===== config.mk =====
export PLATFORM = sky130hd
export DESIGN_NAME = instrCache
export DESIGN_NICKNAME = d
export VERILOG_FILES = /design/src/verilog/icachePkg.sv /design/src/verilog/instrCache.sv /design/src/verilog/icacheRegs.sv /design/src/verilog/icacheController.sv /design/src/verilog/icacheWays.sv
export VERILOG_INCLUDE_DIRS = /design/src /design/src/verilog
export SDC_FILE = /design/constraint.sdc
export NUM_CORES = 2
export LEC_CHECK = 0
export BUFFER_PORTS_ARGS = -buffer_cell sky130_fd_sc_hd__buf_2
export CAP_MARGIN = 20
export CORE_ASPECT_RATIO = 1.25
export CORE_MARGIN = 4
export CORE_UTILIZATION = 65
export CTS_CLUSTER_SIZE = 28
export DETAILED_ROUTE_END_ITERATION = 7
export GPL_TIMING_DRIVEN = 0
export PLACE_DENSITY_LB_ADDON = 0.2
export SLEW_MARGIN = 10
export SYNTH_ARGS = -nofsm -noshare
export SYNTH_HDL_FRONTEND = slang
export SYNTH_HIERARCHICAL = 1
export SYNTH_SLANG_ARGS = --single-unit
export TNS_END_PERCENT = 100

===== constraint.sdc =====
create_clock -name clk -period 6.4 [get_ports clk]
set_clock_uncertainty 0.15 [all_clocks]
set_input_delay 0 -clock clk [delete_from_list [all_inputs] [get_ports clk]]
set_output_delay 0 -clock clk [all_outputs]
set_load 0.01 [all_outputs]

===== src/verilog/icache_cfg.svh =====
// Instruction cache geometry
// Set count, block size and the address field widths derived from them

`ifndef ICACHE_CFG_SVH
`define ICACHE_CFG_SVH

// Number of sets, a power of two
`define ICACHE_SETS 4

// Words per block, a power of two
`define ICACHE_BLOCK_WORDS 4

// Derived address field widths
`define ICACHE_SET_BITS $clog2(`ICACHE_SETS)
`define ICACHE_OFFSET_BITS $clog2(`ICACHE_BLOCK_WORDS)

// Word address is 30 bits, the tag takes what set and offset leave
`define ICACHE_TAG_BITS (30 - `ICACHE_SET_BITS - `ICACHE_OFFSET_BITS)

`endif

===== src/verilog/icachePkg.sv =====
// Shared instruction cache types
// Address split, fetch response, bus command, register command and way control

`include "icache_cfg.svh"

package icachePkg;

    // Byte address split into cache fields
    typedef struct packed {
        logic [`ICACHE_TAG_BITS-1:0]    tag;
        logic [`ICACHE_SET_BITS-1:0]    setIdx;
        logic [`ICACHE_OFFSET_BITS-1:0] wordOff;
        logic [1:0]                     byteOff;
    } addrFieldsT;

    // Fetch result returned with fetchAck
    typedef struct packed {
        logic [31:0] data;
        logic        hit;
    } fetchRspT;

    // Single word bus read
    typedef struct packed {
        logic [31:0] addr;
    } busCmdT;

    typedef enum logic [1:0] {
        RegCtrl   = 2'd0,
        RegHits   = 2'd1,
        RegMisses = 2'd2,
        RegStatus = 2'd3
    } regSelT;

    typedef struct packed {
        logic        write;
        regSelT      sel;
        logic [31:0] wdata;
        logic        spare;
    } regCmdT;

    // Controller to ways, refill writes and LRU updates
    typedef struct packed {
        logic [1:0]                     wayWe;
        logic [`ICACHE_OFFSET_BITS-1:0] refillOff;
        logic                           lruUpdate;
        logic                           lruWay;
    } wayCtrlT;

endpackage


===== src/verilog/instrCache.sv =====
// Instruction cache top level
// Register block, controller and two way storage

`timescale 1ns/1ns
`include "icache_cfg.svh"

module instrCache (
    input  logic                 clk,
    input  logic                 rstN,
    input  logic                 fetchReq,
    input  logic [31:0]          fetchAddr,
    output logic                 fetchAck,
    output icachePkg::fetchRspT  fetchRsp,
    output logic                 busReq,
    output icachePkg::busCmdT    busCmd,
    input  logic                 busAck,
    input  logic [31:0]          busData,
    input  logic                 regReq,
    input  icachePkg::regCmdT    regCmd,
    output logic                 regAck,
    output logic [31:0]          regRdata
);

    logic                         cacheEnable, invalidateGo;
    logic                         hitPulse, missPulse, invalidateBusy;
    icachePkg::addrFieldsT        lookup;
    icachePkg::wayCtrlT           wayCtrl;
    logic [31:0]                  refillData, hitData;
    logic [`ICACHE_SET_BITS-1:0]  invalidateSet;
    logic                         invalidateStb, hit, hitWay, victimWay;

    icacheRegs regs (
        .clk, .rstN, .regReq, .regCmd, .regAck, .regRdata,
        .hitPulse, .missPulse, .invalidateBusy, .cacheEnable, .invalidateGo
    );

    icacheController ctrl (
        .clk, .rstN, .fetchReq, .fetchAddr, .fetchAck, .fetchRsp,
        .busReq, .busCmd, .busAck, .busData, .cacheEnable, .invalidateGo,
        .hitPulse, .missPulse, .invalidateBusy, .lookup, .wayCtrl, .refillData,
        .invalidateSet, .invalidateStb, .hit, .hitWay, .hitData, .victimWay
    );

    icacheWays ways (
        .clk, .rstN, .lookup, .wayCtrl, .refillData, .invalidateSet,
        .invalidateStb, .hit, .hitWay, .hitData, .victimWay
    );

endmodule


===== src/verilog/icacheRegs.sv =====
// Cache register block
// Enable bit, invalidate command, hit and miss counters behind a req/ack port

`timescale 1ns/1ns

module icacheRegs (
    input  logic                 clk,
    input  logic                 rstN,
    input  logic                 regReq,
    input  icachePkg::regCmdT    regCmd,
    output logic                 regAck,
    output logic [31:0]          regRdata,
    input  logic                 hitPulse,
    input  logic                 missPulse,
    input  logic                 invalidateBusy,
    output logic                 cacheEnable,
    output logic                 invalidateGo
);

    logic [31:0] hitCount;
    logic [31:0] missCount;
    logic        accept;
    logic        wrHits;
    logic        wrMisses;

    // Access is served on the edge where ack rises
    assign accept   = regReq && !regAck;
    assign wrHits   = accept && regCmd.write && regCmd.sel == icachePkg::RegHits;
    assign wrMisses = accept && regCmd.write && regCmd.sel == icachePkg::RegMisses;

    always_ff @(posedge clk or negedge rstN) begin
        if (!rstN) begin
            regAck       <= 1'b0;
            cacheEnable  <= 1'b0;
            invalidateGo <= 1'b0;
            hitCount     <= '0;
            missCount    <= '0;
        end else begin
            invalidateGo <= 1'b0;
            if (accept) begin
                regAck <= 1'b1;
                if (regCmd.write && regCmd.sel == icachePkg::RegCtrl) begin
                    cacheEnable  <= regCmd.wdata[0];
                    invalidateGo <= regCmd.wdata[1];
                end
            end else if (regAck && !regReq) begin
                regAck <= 1'b0;
            end
            // Counters saturate, a write clears them
            if (wrHits) begin
                hitCount <= '0;
            end else if (hitPulse && hitCount != '1) begin
                hitCount <= hitCount + 1'b1;
            end
            if (wrMisses) begin
                missCount <= '0;
            end else if (missPulse && missCount != '1) begin
                missCount <= missCount + 1'b1;
            end
        end
    end

    // Read data captured with the ack
    always_ff @(posedge clk) begin
        if (accept) begin
            case (regCmd.sel)
                icachePkg::RegCtrl:   regRdata <= {31'd0, cacheEnable};
                icachePkg::RegHits:   regRdata <= hitCount;
                icachePkg::RegMisses: regRdata <= missCount;
                default:              regRdata <= {31'd0, invalidateBusy || invalidateGo};
            endcase
        end
    end

    ackAfterReq: assert property (@(posedge clk) disable iff (!rstN)
        $rose(regAck) |-> $past(regReq));

endmodule


===== src/verilog/icacheController.sv =====
// Instruction cache controller
// Fetch handshake, lookup, block refill and bypass bus master, invalidate sweep

`timescale 1ns/1ns
`include "icache_cfg.svh"

module icacheController (
    input  logic                         clk,
    input  logic                         rstN,
    input  logic                         fetchReq,
    input  logic [31:0]                  fetchAddr,
    output logic                         fetchAck,
    output icachePkg::fetchRspT          fetchRsp,
    output logic                         busReq,
    output icachePkg::busCmdT            busCmd,
    input  logic                         busAck,
    input  logic [31:0]                  busData,
    input  logic                         cacheEnable,
    input  logic                         invalidateGo,
    output logic                         hitPulse,
    output logic                         missPulse,
    output logic                         invalidateBusy,
    output icachePkg::addrFieldsT        lookup,
    output icachePkg::wayCtrlT           wayCtrl,
    output logic [31:0]                  refillData,
    output logic [`ICACHE_SET_BITS-1:0]  invalidateSet,
    output logic                         invalidateStb,
    input  logic                         hit,
    input  logic                         hitWay,
    input  logic [31:0]                  hitData,
    input  logic                         victimWay
);

    localparam int SetBits    = `ICACHE_SET_BITS;
    localparam int OffsetBits = `ICACHE_OFFSET_BITS;
    localparam logic [SetBits-1:0]    LastSet = SetBits'(`ICACHE_SETS - 1);
    localparam logic [OffsetBits-1:0] LastOff = OffsetBits'(`ICACHE_BLOCK_WORDS - 1);

    typedef enum logic [2:0] {
        Idle,
        Lookup,
        RefillReq,
        RefillWait,
        Deliver,
        Release,
        Bypass,
        InvSweep
    } stateT;

    stateT                 state;
    logic [OffsetBits-1:0] refillCnt;
    logic [SetBits-1:0]    sweepCnt;
    logic                  victimQ;
    logic                  invPending;
    logic [31:0]           rspData;
    logic                  refillBeat;

    // CPU holds the address for the whole fetch, refill included
    assign lookup = icachePkg::addrFieldsT'(fetchAddr);

    // One refill word accepted this cycle
    assign refillBeat = (state == RefillReq) && busAck;

    always_comb begin
        wayCtrl           = '0;
        wayCtrl.refillOff = refillCnt;
        if (refillBeat) begin
            wayCtrl.wayWe[victimQ] = 1'b1;
        end
        if (state == Lookup && hit) begin
            wayCtrl.lruUpdate = 1'b1;
            wayCtrl.lruWay    = hitWay;
        end else if (refillBeat && refillCnt == LastOff) begin
            wayCtrl.lruUpdate = 1'b1;
            wayCtrl.lruWay    = victimQ;
        end
    end

    assign refillData     = busData;
    assign hitPulse       = (state == Lookup) && hit;
    assign missPulse      = (state == Lookup) && !hit;
    assign invalidateSet  = sweepCnt;
    assign invalidateStb  = (state == InvSweep);
    assign invalidateBusy = invPending || (state == InvSweep);

    always_ff @(posedge clk or negedge rstN) begin
        if (!rstN) begin
            state      <= Idle;
            fetchAck   <= 1'b0;
            busReq     <= 1'b0;
            refillCnt  <= '0;
            sweepCnt   <= '0;
            victimQ    <= 1'b0;
            invPending <= 1'b0;
        end else begin
            // An invalidate during a fetch waits for the fetch to finish
            if (invalidateGo) begin
                invPending <= 1'b1;
            end
            case (state)
                Idle: begin
                    if (invPending || invalidateGo) begin
                        invPending <= 1'b0;
                        sweepCnt   <= '0;
                        state      <= InvSweep;
                    end else if (fetchReq && cacheEnable) begin
                        state <= Lookup;
                    end else if (fetchReq) begin
                        busReq <= 1'b1;
                        state  <= Bypass;
                    end
                end
                Lookup: begin
                    if (hit) begin
                        fetchAck <= 1'b1;
                        state    <= Release;
                    end else begin
                        victimQ   <= victimWay;
                        refillCnt <= '0;
                        busReq    <= 1'b1;
                        state     <= RefillReq;
                    end
                end
                RefillReq: begin
                    if (busAck) begin
                        busReq <= 1'b0;
                        state  <= RefillWait;
                    end
                end
                RefillWait: begin
                    if (!busAck) begin
                        if (refillCnt == LastOff) begin
                            state <= Deliver;
                        end else begin
                            refillCnt <= refillCnt + 1'b1;
                            busReq    <= 1'b1;
                            state     <= RefillReq;
                        end
                    end
                end
                Deliver: begin
                    fetchAck <= 1'b1;
                    state    <= Release;
                end
                Release: begin
                    if (!fetchReq) begin
                        fetchAck <= 1'b0;
                        state    <= Idle;
                    end
                end
                Bypass: begin
                    // Single word read, then wait for the bus ack to drop
                    if (busReq && busAck) begin
                        busReq <= 1'b0;
                    end else if (!busReq && !busAck) begin
                        state <= Deliver;
                    end
                end
                InvSweep: begin
                    sweepCnt <= sweepCnt + 1'b1;
                    if (sweepCnt == LastSet) begin
                        state <= Idle;
                    end
                end
                default: state <= Idle;
            endcase
        end
    end

    // Bus address, response data and the word the CPU asked for
    always_ff @(posedge clk) begin
        if (state == Idle && fetchReq && !cacheEnable) begin
            busCmd.addr <= {fetchAddr[31:2], 2'b00};
        end else if (state == Lookup && !hit) begin
            busCmd.addr <= {lookup.tag, lookup.setIdx, {OffsetBits{1'b0}}, 2'b00};
        end else if (state == RefillWait && !busAck && refillCnt != LastOff) begin
            busCmd.addr <= {lookup.tag, lookup.setIdx, refillCnt + 1'b1, 2'b00};
        end
        if (refillBeat && refillCnt == lookup.wordOff) begin
            rspData <= busData;
        end else if (state == Bypass && busReq && busAck) begin
            rspData <= busData;
        end
        if (state == Lookup && hit) begin
            fetchRsp <= '{data: hitData, hit: 1'b1};
        end else if (state == Deliver) begin
            fetchRsp <= '{data: rspData, hit: 1'b0};
        end
    end

    busCmdStable: assert property (@(posedge clk) disable iff (!rstN)
        busReq && $past(busReq) |-> busCmd == $past(busCmd));

    sweepQuiet: assert property (@(posedge clk) disable iff (!rstN)
        state == InvSweep |-> !fetchAck && !busReq);

endmodule


===== src/verilog/icacheWays.sv =====
// Two way tag, valid, data and LRU storage
// Registered lookup with hit detection and victim choice, refill writes

`timescale 1ns/1ns
`include "icache_cfg.svh"

module icacheWays (
    input  logic                         clk,
    input  logic                         rstN,
    input  icachePkg::addrFieldsT        lookup,
    input  icachePkg::wayCtrlT           wayCtrl,
    input  logic [31:0]                  refillData,
    input  logic [`ICACHE_SET_BITS-1:0]  invalidateSet,
    input  logic                         invalidateStb,
    output logic                         hit,
    output logic                         hitWay,
    output logic [31:0]                  hitData,
    output logic                         victimWay
);

    localparam int Sets       = `ICACHE_SETS;
    localparam int BlockWords = `ICACHE_BLOCK_WORDS;
    localparam int OffsetBits = `ICACHE_OFFSET_BITS;
    localparam int TagBits    = `ICACHE_TAG_BITS;
    localparam logic [OffsetBits-1:0] LastOff = OffsetBits'(BlockWords - 1);

    // Storage arrays
    logic [TagBits-1:0]    tagMem  [2][Sets];
    logic [31:0]           dataMem [2][Sets][BlockWords];
    logic [Sets-1:0][1:0]  validMem;
    logic [Sets-1:0]       lruMem;

    // Registered read side
    logic [TagBits-1:0]    rdTag [2];
    logic [31:0]           rdData [2];
    logic [1:0]            rdValid;
    logic                  rdLru;
    logic [TagBits-1:0]    cmpTag;
    logic [1:0]            hitVec;

    // Tag and data writes, array reads one cycle behind the lookup
    always_ff @(posedge clk) begin
        for (int w = 0; w < 2; w++) begin
            if (wayCtrl.wayWe[w]) begin
                dataMem[w][lookup.setIdx][wayCtrl.refillOff] <= refillData;
                tagMem[w][lookup.setIdx] <= lookup.tag;
            end
            rdTag[w]  <= tagMem[w][lookup.setIdx];
            rdData[w] <= dataMem[w][lookup.setIdx][lookup.wordOff];
        end
        cmpTag <= lookup.tag;
    end

    // Valid and LRU bits
    always_ff @(posedge clk or negedge rstN) begin
        if (!rstN) begin
            validMem <= '0;
            lruMem   <= '0;
            rdValid  <= '0;
            rdLru    <= 1'b0;
        end else begin
            rdValid <= validMem[lookup.setIdx];
            rdLru   <= lruMem[lookup.setIdx];
            if (invalidateStb) begin
                validMem[invalidateSet] <= 2'b00;
                lruMem[invalidateSet]   <= 1'b0;
            end
            for (int w = 0; w < 2; w++) begin
                // Block turns valid only once its last word lands
                if (wayCtrl.wayWe[w] && wayCtrl.refillOff == LastOff) begin
                    validMem[lookup.setIdx][w] <= 1'b1;
                end else if (wayCtrl.wayWe[w] && wayCtrl.refillOff == '0) begin
                    validMem[lookup.setIdx][w] <= 1'b0;
                end
            end
            // LRU bit names the way used least recently
            if (wayCtrl.lruUpdate) begin
                lruMem[lookup.setIdx] <= ~wayCtrl.lruWay;
            end
        end
    end

    // Tag compare on the registered read
    always_comb begin
        for (int w = 0; w < 2; w++) begin
            hitVec[w] = rdValid[w] && (rdTag[w] == cmpTag);
        end
    end

    assign hit     = |hitVec;
    assign hitWay  = hitVec[1];
    assign hitData = hitVec[1] ? rdData[1] : rdData[0];

    // Empty way first, else the least recently used one
    assign victimWay = !rdValid[0] ? 1'b0 :
                       !rdValid[1] ? 1'b1 : rdLru;

    // A block lives in at most one way of its set
    wayHitOneHot: assert property (@(posedge clk) disable iff (!rstN)
        hitVec != 2'b11);

endmodule


Word level (Yosys, flattened, before mapping):

Memory sizes are Yosys's and may differ from the RTL's.
Cells that the tools add are included.

* eq/ne operators: 32
* reduce and logical (&&, ||, !) cells: 65
* bitwise operators: 15
* mux-type cells: 115
* $lt $le $gt $ge: 11
* $add $sub $neg: 4

Operators by type and width (count)
* $mux 512: 4
* $mux 128: 5
* $bmux 128 s2: 2
* $reduce_or 512->1: 1
* $mux 32: 15
* $mux 104: 4
* $demux 128 s2: 1
* $mux 26: 5
* $bmux 32 s2: 2
* $bmux 26 s2: 2
* $reduce_or 104->1: 1
* $pmux 32 s3: 1
* $mux 33: 2
* $add 32x1->32 const B: 2
* $demux 32 s2: 1
* $ne 32x32->1 const B: 2
* $demux 26 s2: 1
* $eq 26x26->1: 2
* $mux 8: 5
* $logic_and 1x1->1: 33
* $mux 3: 11
* $mux 1: 28
* $and 8x8->8: 3
* $not 8->8: 3
* other kinds (46): 106

* word-level logic and storage cells: 271
* input port bits: 105
* output and inout bits: 100
* register bits after elaboration: 246
* memories: 4
* RAM bits: 1348

Memories
* ways.dataMem: depth 2, bits a word 512, rd ports 2, clocked after Yosys merged registers in 0, write ports 1, line icacheWays.sv:29 `logic [31:0] dataMem [2][Sets][BlockWords];`
* ways.tagMem: depth 2, bits a word 104, rd ports 2, clocked after Yosys merged registers in 0, write ports 1, line icacheWays.sv:28 `logic [TagBits-1:0] tagMem [2][Sets];`
* ways.rdData: depth 2, bits a word 32, rd ports 2, clocked after Yosys merged registers in 0, write ports 2, line icacheWays.sv:35 `logic [31:0] rdData [2];`
* ways.rdTag: depth 2, bits a word 26, rd ports 2, clocked after Yosys merged registers in 0, write ports 2, line icacheWays.sv:34 `logic [TagBits-1:0] rdTag [2];`

Depth between registers and ports, before layout:

* word-level depth: 13
* gate-level depth with buffers: 13
* mapped depth without buffers: 12

By module:

The synthesis kept the hierarchy.

Modules (own cells, without submodules)
* icacheWays: cells each 2059, area each 50504.7 um^2, instances 1, seq. area each 40213.6 um^2
* icacheRegs: cells each 479, area each 5148.7 um^2, instances 1, seq. area each 2637.5 um^2
* icacheController: cells each 310, area each 4569.4 um^2, instances 1, seq. area each 3118.0 um^2

Least setup slack after synthesis:

No wires, ideal clock.

* path kind: register -> register
* start point: reg ctrl.state[2]
* end point: reg ctrl.rspData[0], enable pin
* stages on the path, launching flop included: 7
* required time: 5.789 ns
* path slack: 2.528 ns
* arrival: 3.261 ns
* cell sequence: dfrtp_1 -> buf_4 -> buf_2 -> buf_2 -> nor3_1 -> a21oi_1 -> nor3_1

* longest elaborated chain between the ends: 4
* elaborated cells between the ends (all ways): 7
* classes of those cells: eq/ne (2); reduce/logical (5)

Ends and longest elaborated chain
* start: declaration: line icacheController.sv:50 `stateT state;`
* start signal: assignment: line icacheController.sv:88 `state <= Idle;`
* start signal: assignment: line icacheController.sv:105 `state <= InvSweep;`
* start signal: assignment: line icacheController.sv:107 `state <= Lookup;`
* $eq 3x3->1 / $eq 3x2->1 (equally long branches): line icacheController.sv:181, icacheController.sv:62
* $logic_and 1x1->1, on equally long branches: line icacheController.sv:181, icacheController.sv:62
* $logic_and 1x1->1, on equally long branches: line icacheController.sv:181, icacheController.sv:179
* $reduce_bool 2->1 (no source line) *
* end signal: assignment: line icacheController.sv:180 `rspData <= busData;`
* end signal: assignment: line icacheController.sv:182 `rspData <= busData;`
* end: declaration: line icacheController.sv:55 `logic [31:0] rspData;`

Mark *: on every way between the ends. The rest lies on a longest branch, timed or not.
A chain may end at the register's enable or synchronous reset.

Final worst setup path:

* start point: reg ways.cmpTag[12]
* end point: reg regs.hitCount[30]

* longest elaborated chain between the ends: 6
* elaborated cells between the ends (all ways): 8
* classes of those cells: eq/ne (2); reduce/logical (6)

Ends and longest elaborated chain
* start: declaration: line icacheWays.sv:38 `logic [TagBits-1:0] cmpTag;`
* start signal: assignment: line icacheWays.sv:51 `cmpTag <= lookup.tag;`
* $eq 26x26->1: line icacheWays.sv:86 `hitVec[w] = rdValid[w] && (rdTag[w] == cmpTag);`
* $logic_and 1x1->1: line icacheWays.sv:86
* net hitWay: line instrCache.sv:30 `logic invalidateStb, hit, hitWay, victimWay;`
* $reduce_or 2->1: line icacheWays.sv:90 `assign hit = |hitVec;`
* net hit: line instrCache.sv:30
* $logic_and 1x1->1: line icacheController.sv:80 `assign hitPulse = (state == Lookup) && hit;`
* net hitPulse: line instrCache.sv:25 `logic hitPulse, missPulse, invalidateBusy;`
* $logic_and 1x1->1: line icacheRegs.sv:52 `end else if (hitPulse && hitCount != '1) begin`
* $reduce_bool 2->1 (no source line)
* end signal: assignment: line icacheRegs.sv:53 `hitCount <= hitCount + 1'b1;`
* end: declaration: line icacheRegs.sv:20 `logic [31:0] hitCount;`

The timed path passes the listed nets, and every way through them passes these cells.

==> run metrics <==
status complete, no violations; IO buf count 169; clock share of power 37.7%; reg2reg setup slack 820 ps; Hold Path Class in2reg; highest clock rate 0.179 GHz; Multi-input gate area approximately 13000 µm²; Final GP Congestion 0.877; final hold viol count 0; startpoint types flop; P_sw 5.52 mW; max-cap viol count 0; kind of critical path reg2reg; post-layout util ~77%; worst reg2reg path endpoint regs/hitCount[30]; WL/cell 34.3 µm; Area Growth Syn to Fin 17.0%; largest net degree at the start of global routing 61; via count of the routed design around 32000; Die Y 348 µm; Worst Path Max Fanout 15; mapped cell area 60200 µm²; initial antenna violation count 5; Pwr Total around 23 mW; Sw Ratio 23.8%; vias in the first global route 33500; Worst Hold Launch regReq; relative slew slack 14.9%; fin crit share 87.2%; leakage 23.5 nW; die area slightly below 100000 µm²; row count 124; final worst setup slack 822 ps; initial core utilization approximately two thirds; Pint 17.7 mW; global-route wire length before repair 233 mm; First DRT Iteration DRCs roughly 4300; fraction of layout instances using a drive strength above 1 between 20 and 30%; Min-Delay Endpoint regs/regAck; Pwr Density 330 nW/µm²; Sum Neg Setup Slack 0 ps; antenna viol nets, final 0; final WL 161 mm; nets approximately 3500; Clock Tree Root clkbuf_16; worst slack, placed 902 ps; post-DP HPWL 99.1 mm; Flop pwr share 52.6%; drt first pass iters 6; synth warn 6; Critical Path RT a little under 7000 ps; H-Tree Depth 4; FF-to-FF Start ways/cmpTag[12]; Post-CTS Resized 0; drt via density 6.92; Peak VDD IR approximately 380 µV; I/O pin total ~210; global route overflow 0; cell count after synthesis 2846; Die Wd ~280 µm; Tightest Pin Transition between 1000 and 1500 ps; Non-Filler Instances 4683; total track usage 33.7%; CTS sink cnt 1594; CTS tree done; CTS clk-pin slew, worst paths 60 ps; DRC 0; RSZ-0062 raised after global routing no; CTS buffer count 146; Logic pwr share about 9.7%; placed cells 4268; register area between 40000 and 50000 µm²; Period minus WS final 5580 ps; Filler cells around 4600; Crit. End Element flop; Max Slew Vio Count 0; count of cells along the worst hold path 4; # setup viols final 0; cells on worst reg2reg path 13; Worst Path Arrival 6100 ps; deepest clock path buffer count 3; Syn Area/Cell ~21 µm²; Core Footprint 91700 µm²; clock latency on the worst-skew pair around 750 ps
## cells in the final DEF, fill, tap and decap left out, types with 45 or more instances in the layout
cell type	n
edfxtp_1	1358
mux4_2	376
buf_2	212
clkbuf_16	149
dfxtp_1	143
dlygate4sd3_1	138
dfrtp_1	93
clkbuf_1	87
buf_4	76
a22o_1	66
nand2_1	56
a21oi_1	45
## layout make-up
class,count,share of cell area [%]
inverter,25,0.133
clock buffer,203,5.85
buffer,193,1.65
clock inverter,68,0.986
multi-input combinational,1035,18.8
sequential,1594,65.3
tap,1197,2.13
timing repair buffer,367,5.16
antenna,1,0.00355
## repair_timing
item,CTS,global route
hold buffers,139,0
hold endpoints to repair,1504,0
setup buffers,0,0
## through the flow
step | area [µm²] | hold WS, ps
2_1_floorplan | 60200 | -446
3_3_place_gp | 62600 | 42.4
3_5_place_dp | 64100 | -148
4_1_cts | 70400 | 12.6
5_1_grt | 70400 | 53.7
6_report | 70400 | 44.5
## metal layers
metal / up-vias / GRT usage (%) / wire length (µm) / part of all wire, %
met2: 2381 / 57.0 / 82400 / 51
met1: 16700 / 41.8 / 52100 / 32
li1: 12700 / - / - / -
met4: 6 / 17.0 / 9710 / 6.0
met3: 588 / 7.16 / 16400 / 10
met5: - / 0 / 35 / 0.022
## how the worst max path moves through the flow
| stage | end | cells after the start | from | slack [ps] |
|---|---|---|---|---|
| after detailed placement | regs/hitCount[30] | 13 | ways/cmpTag[12] | 900 |
| after global placement | ctrl/rspData[31] | 6 | ctrl/state[2] | -720 |
| final | regs/hitCount[30] | 13 | ways/cmpTag[12] | 820 |
| after floorplan | ctrl/rspData[0] | 6 | ctrl/state[2] | 2530 |
| after global routing | regs/hitCount[29] | 13 | ways/cmpTag[12] | 580 |
| after CTS | regs/hitCount[30] | 13 | ways/cmpTag[12] | 880 |
## power groups by stage
stage | Combinational (mW) | Sequential (mW) | Clock [mW]
4_1_cts | 2.23 | 12.2 | 8.85
3_3_place_gp | 1.91 | 12.4 | 0
2_1_floorplan | 1.19 | 12.4 | 0
3_5_place_dp | 2.11 | 12.4 | 0
5_1_grt | 2.40 | 12.3 | 9.33
6_report | 2.26 | 12.2 | 8.76
## worst max-delay path, cell delays in order (launching register included)
cell and delay [ps]:
dfxtp_1 330, xnor2_1 280, nand2_1 150, or4_1 530, nor4_1 880, a41o_1 430, nand2_1 190, nor3_4 760
buf_4 500, nand3_1 170, nor2_1 250, nand3b_1 250, or4_1 450, a21oi_1 150
## registers in the layout, summed over array words and instances (netlist names), 26 cells and up
name            flops
ctrl/busCmd        30
ctrl/fetchRsp      33
ctrl/rspData       32
regs/hitCount      32
regs/missCount     32
regs/regRdata      32
ways/cmpTag        26
ways/dataMem     1024
ways/rdData        64
ways/rdTag         52
ways/tagMem       208
No activity file was read; power rests on OpenSTA's default activity.
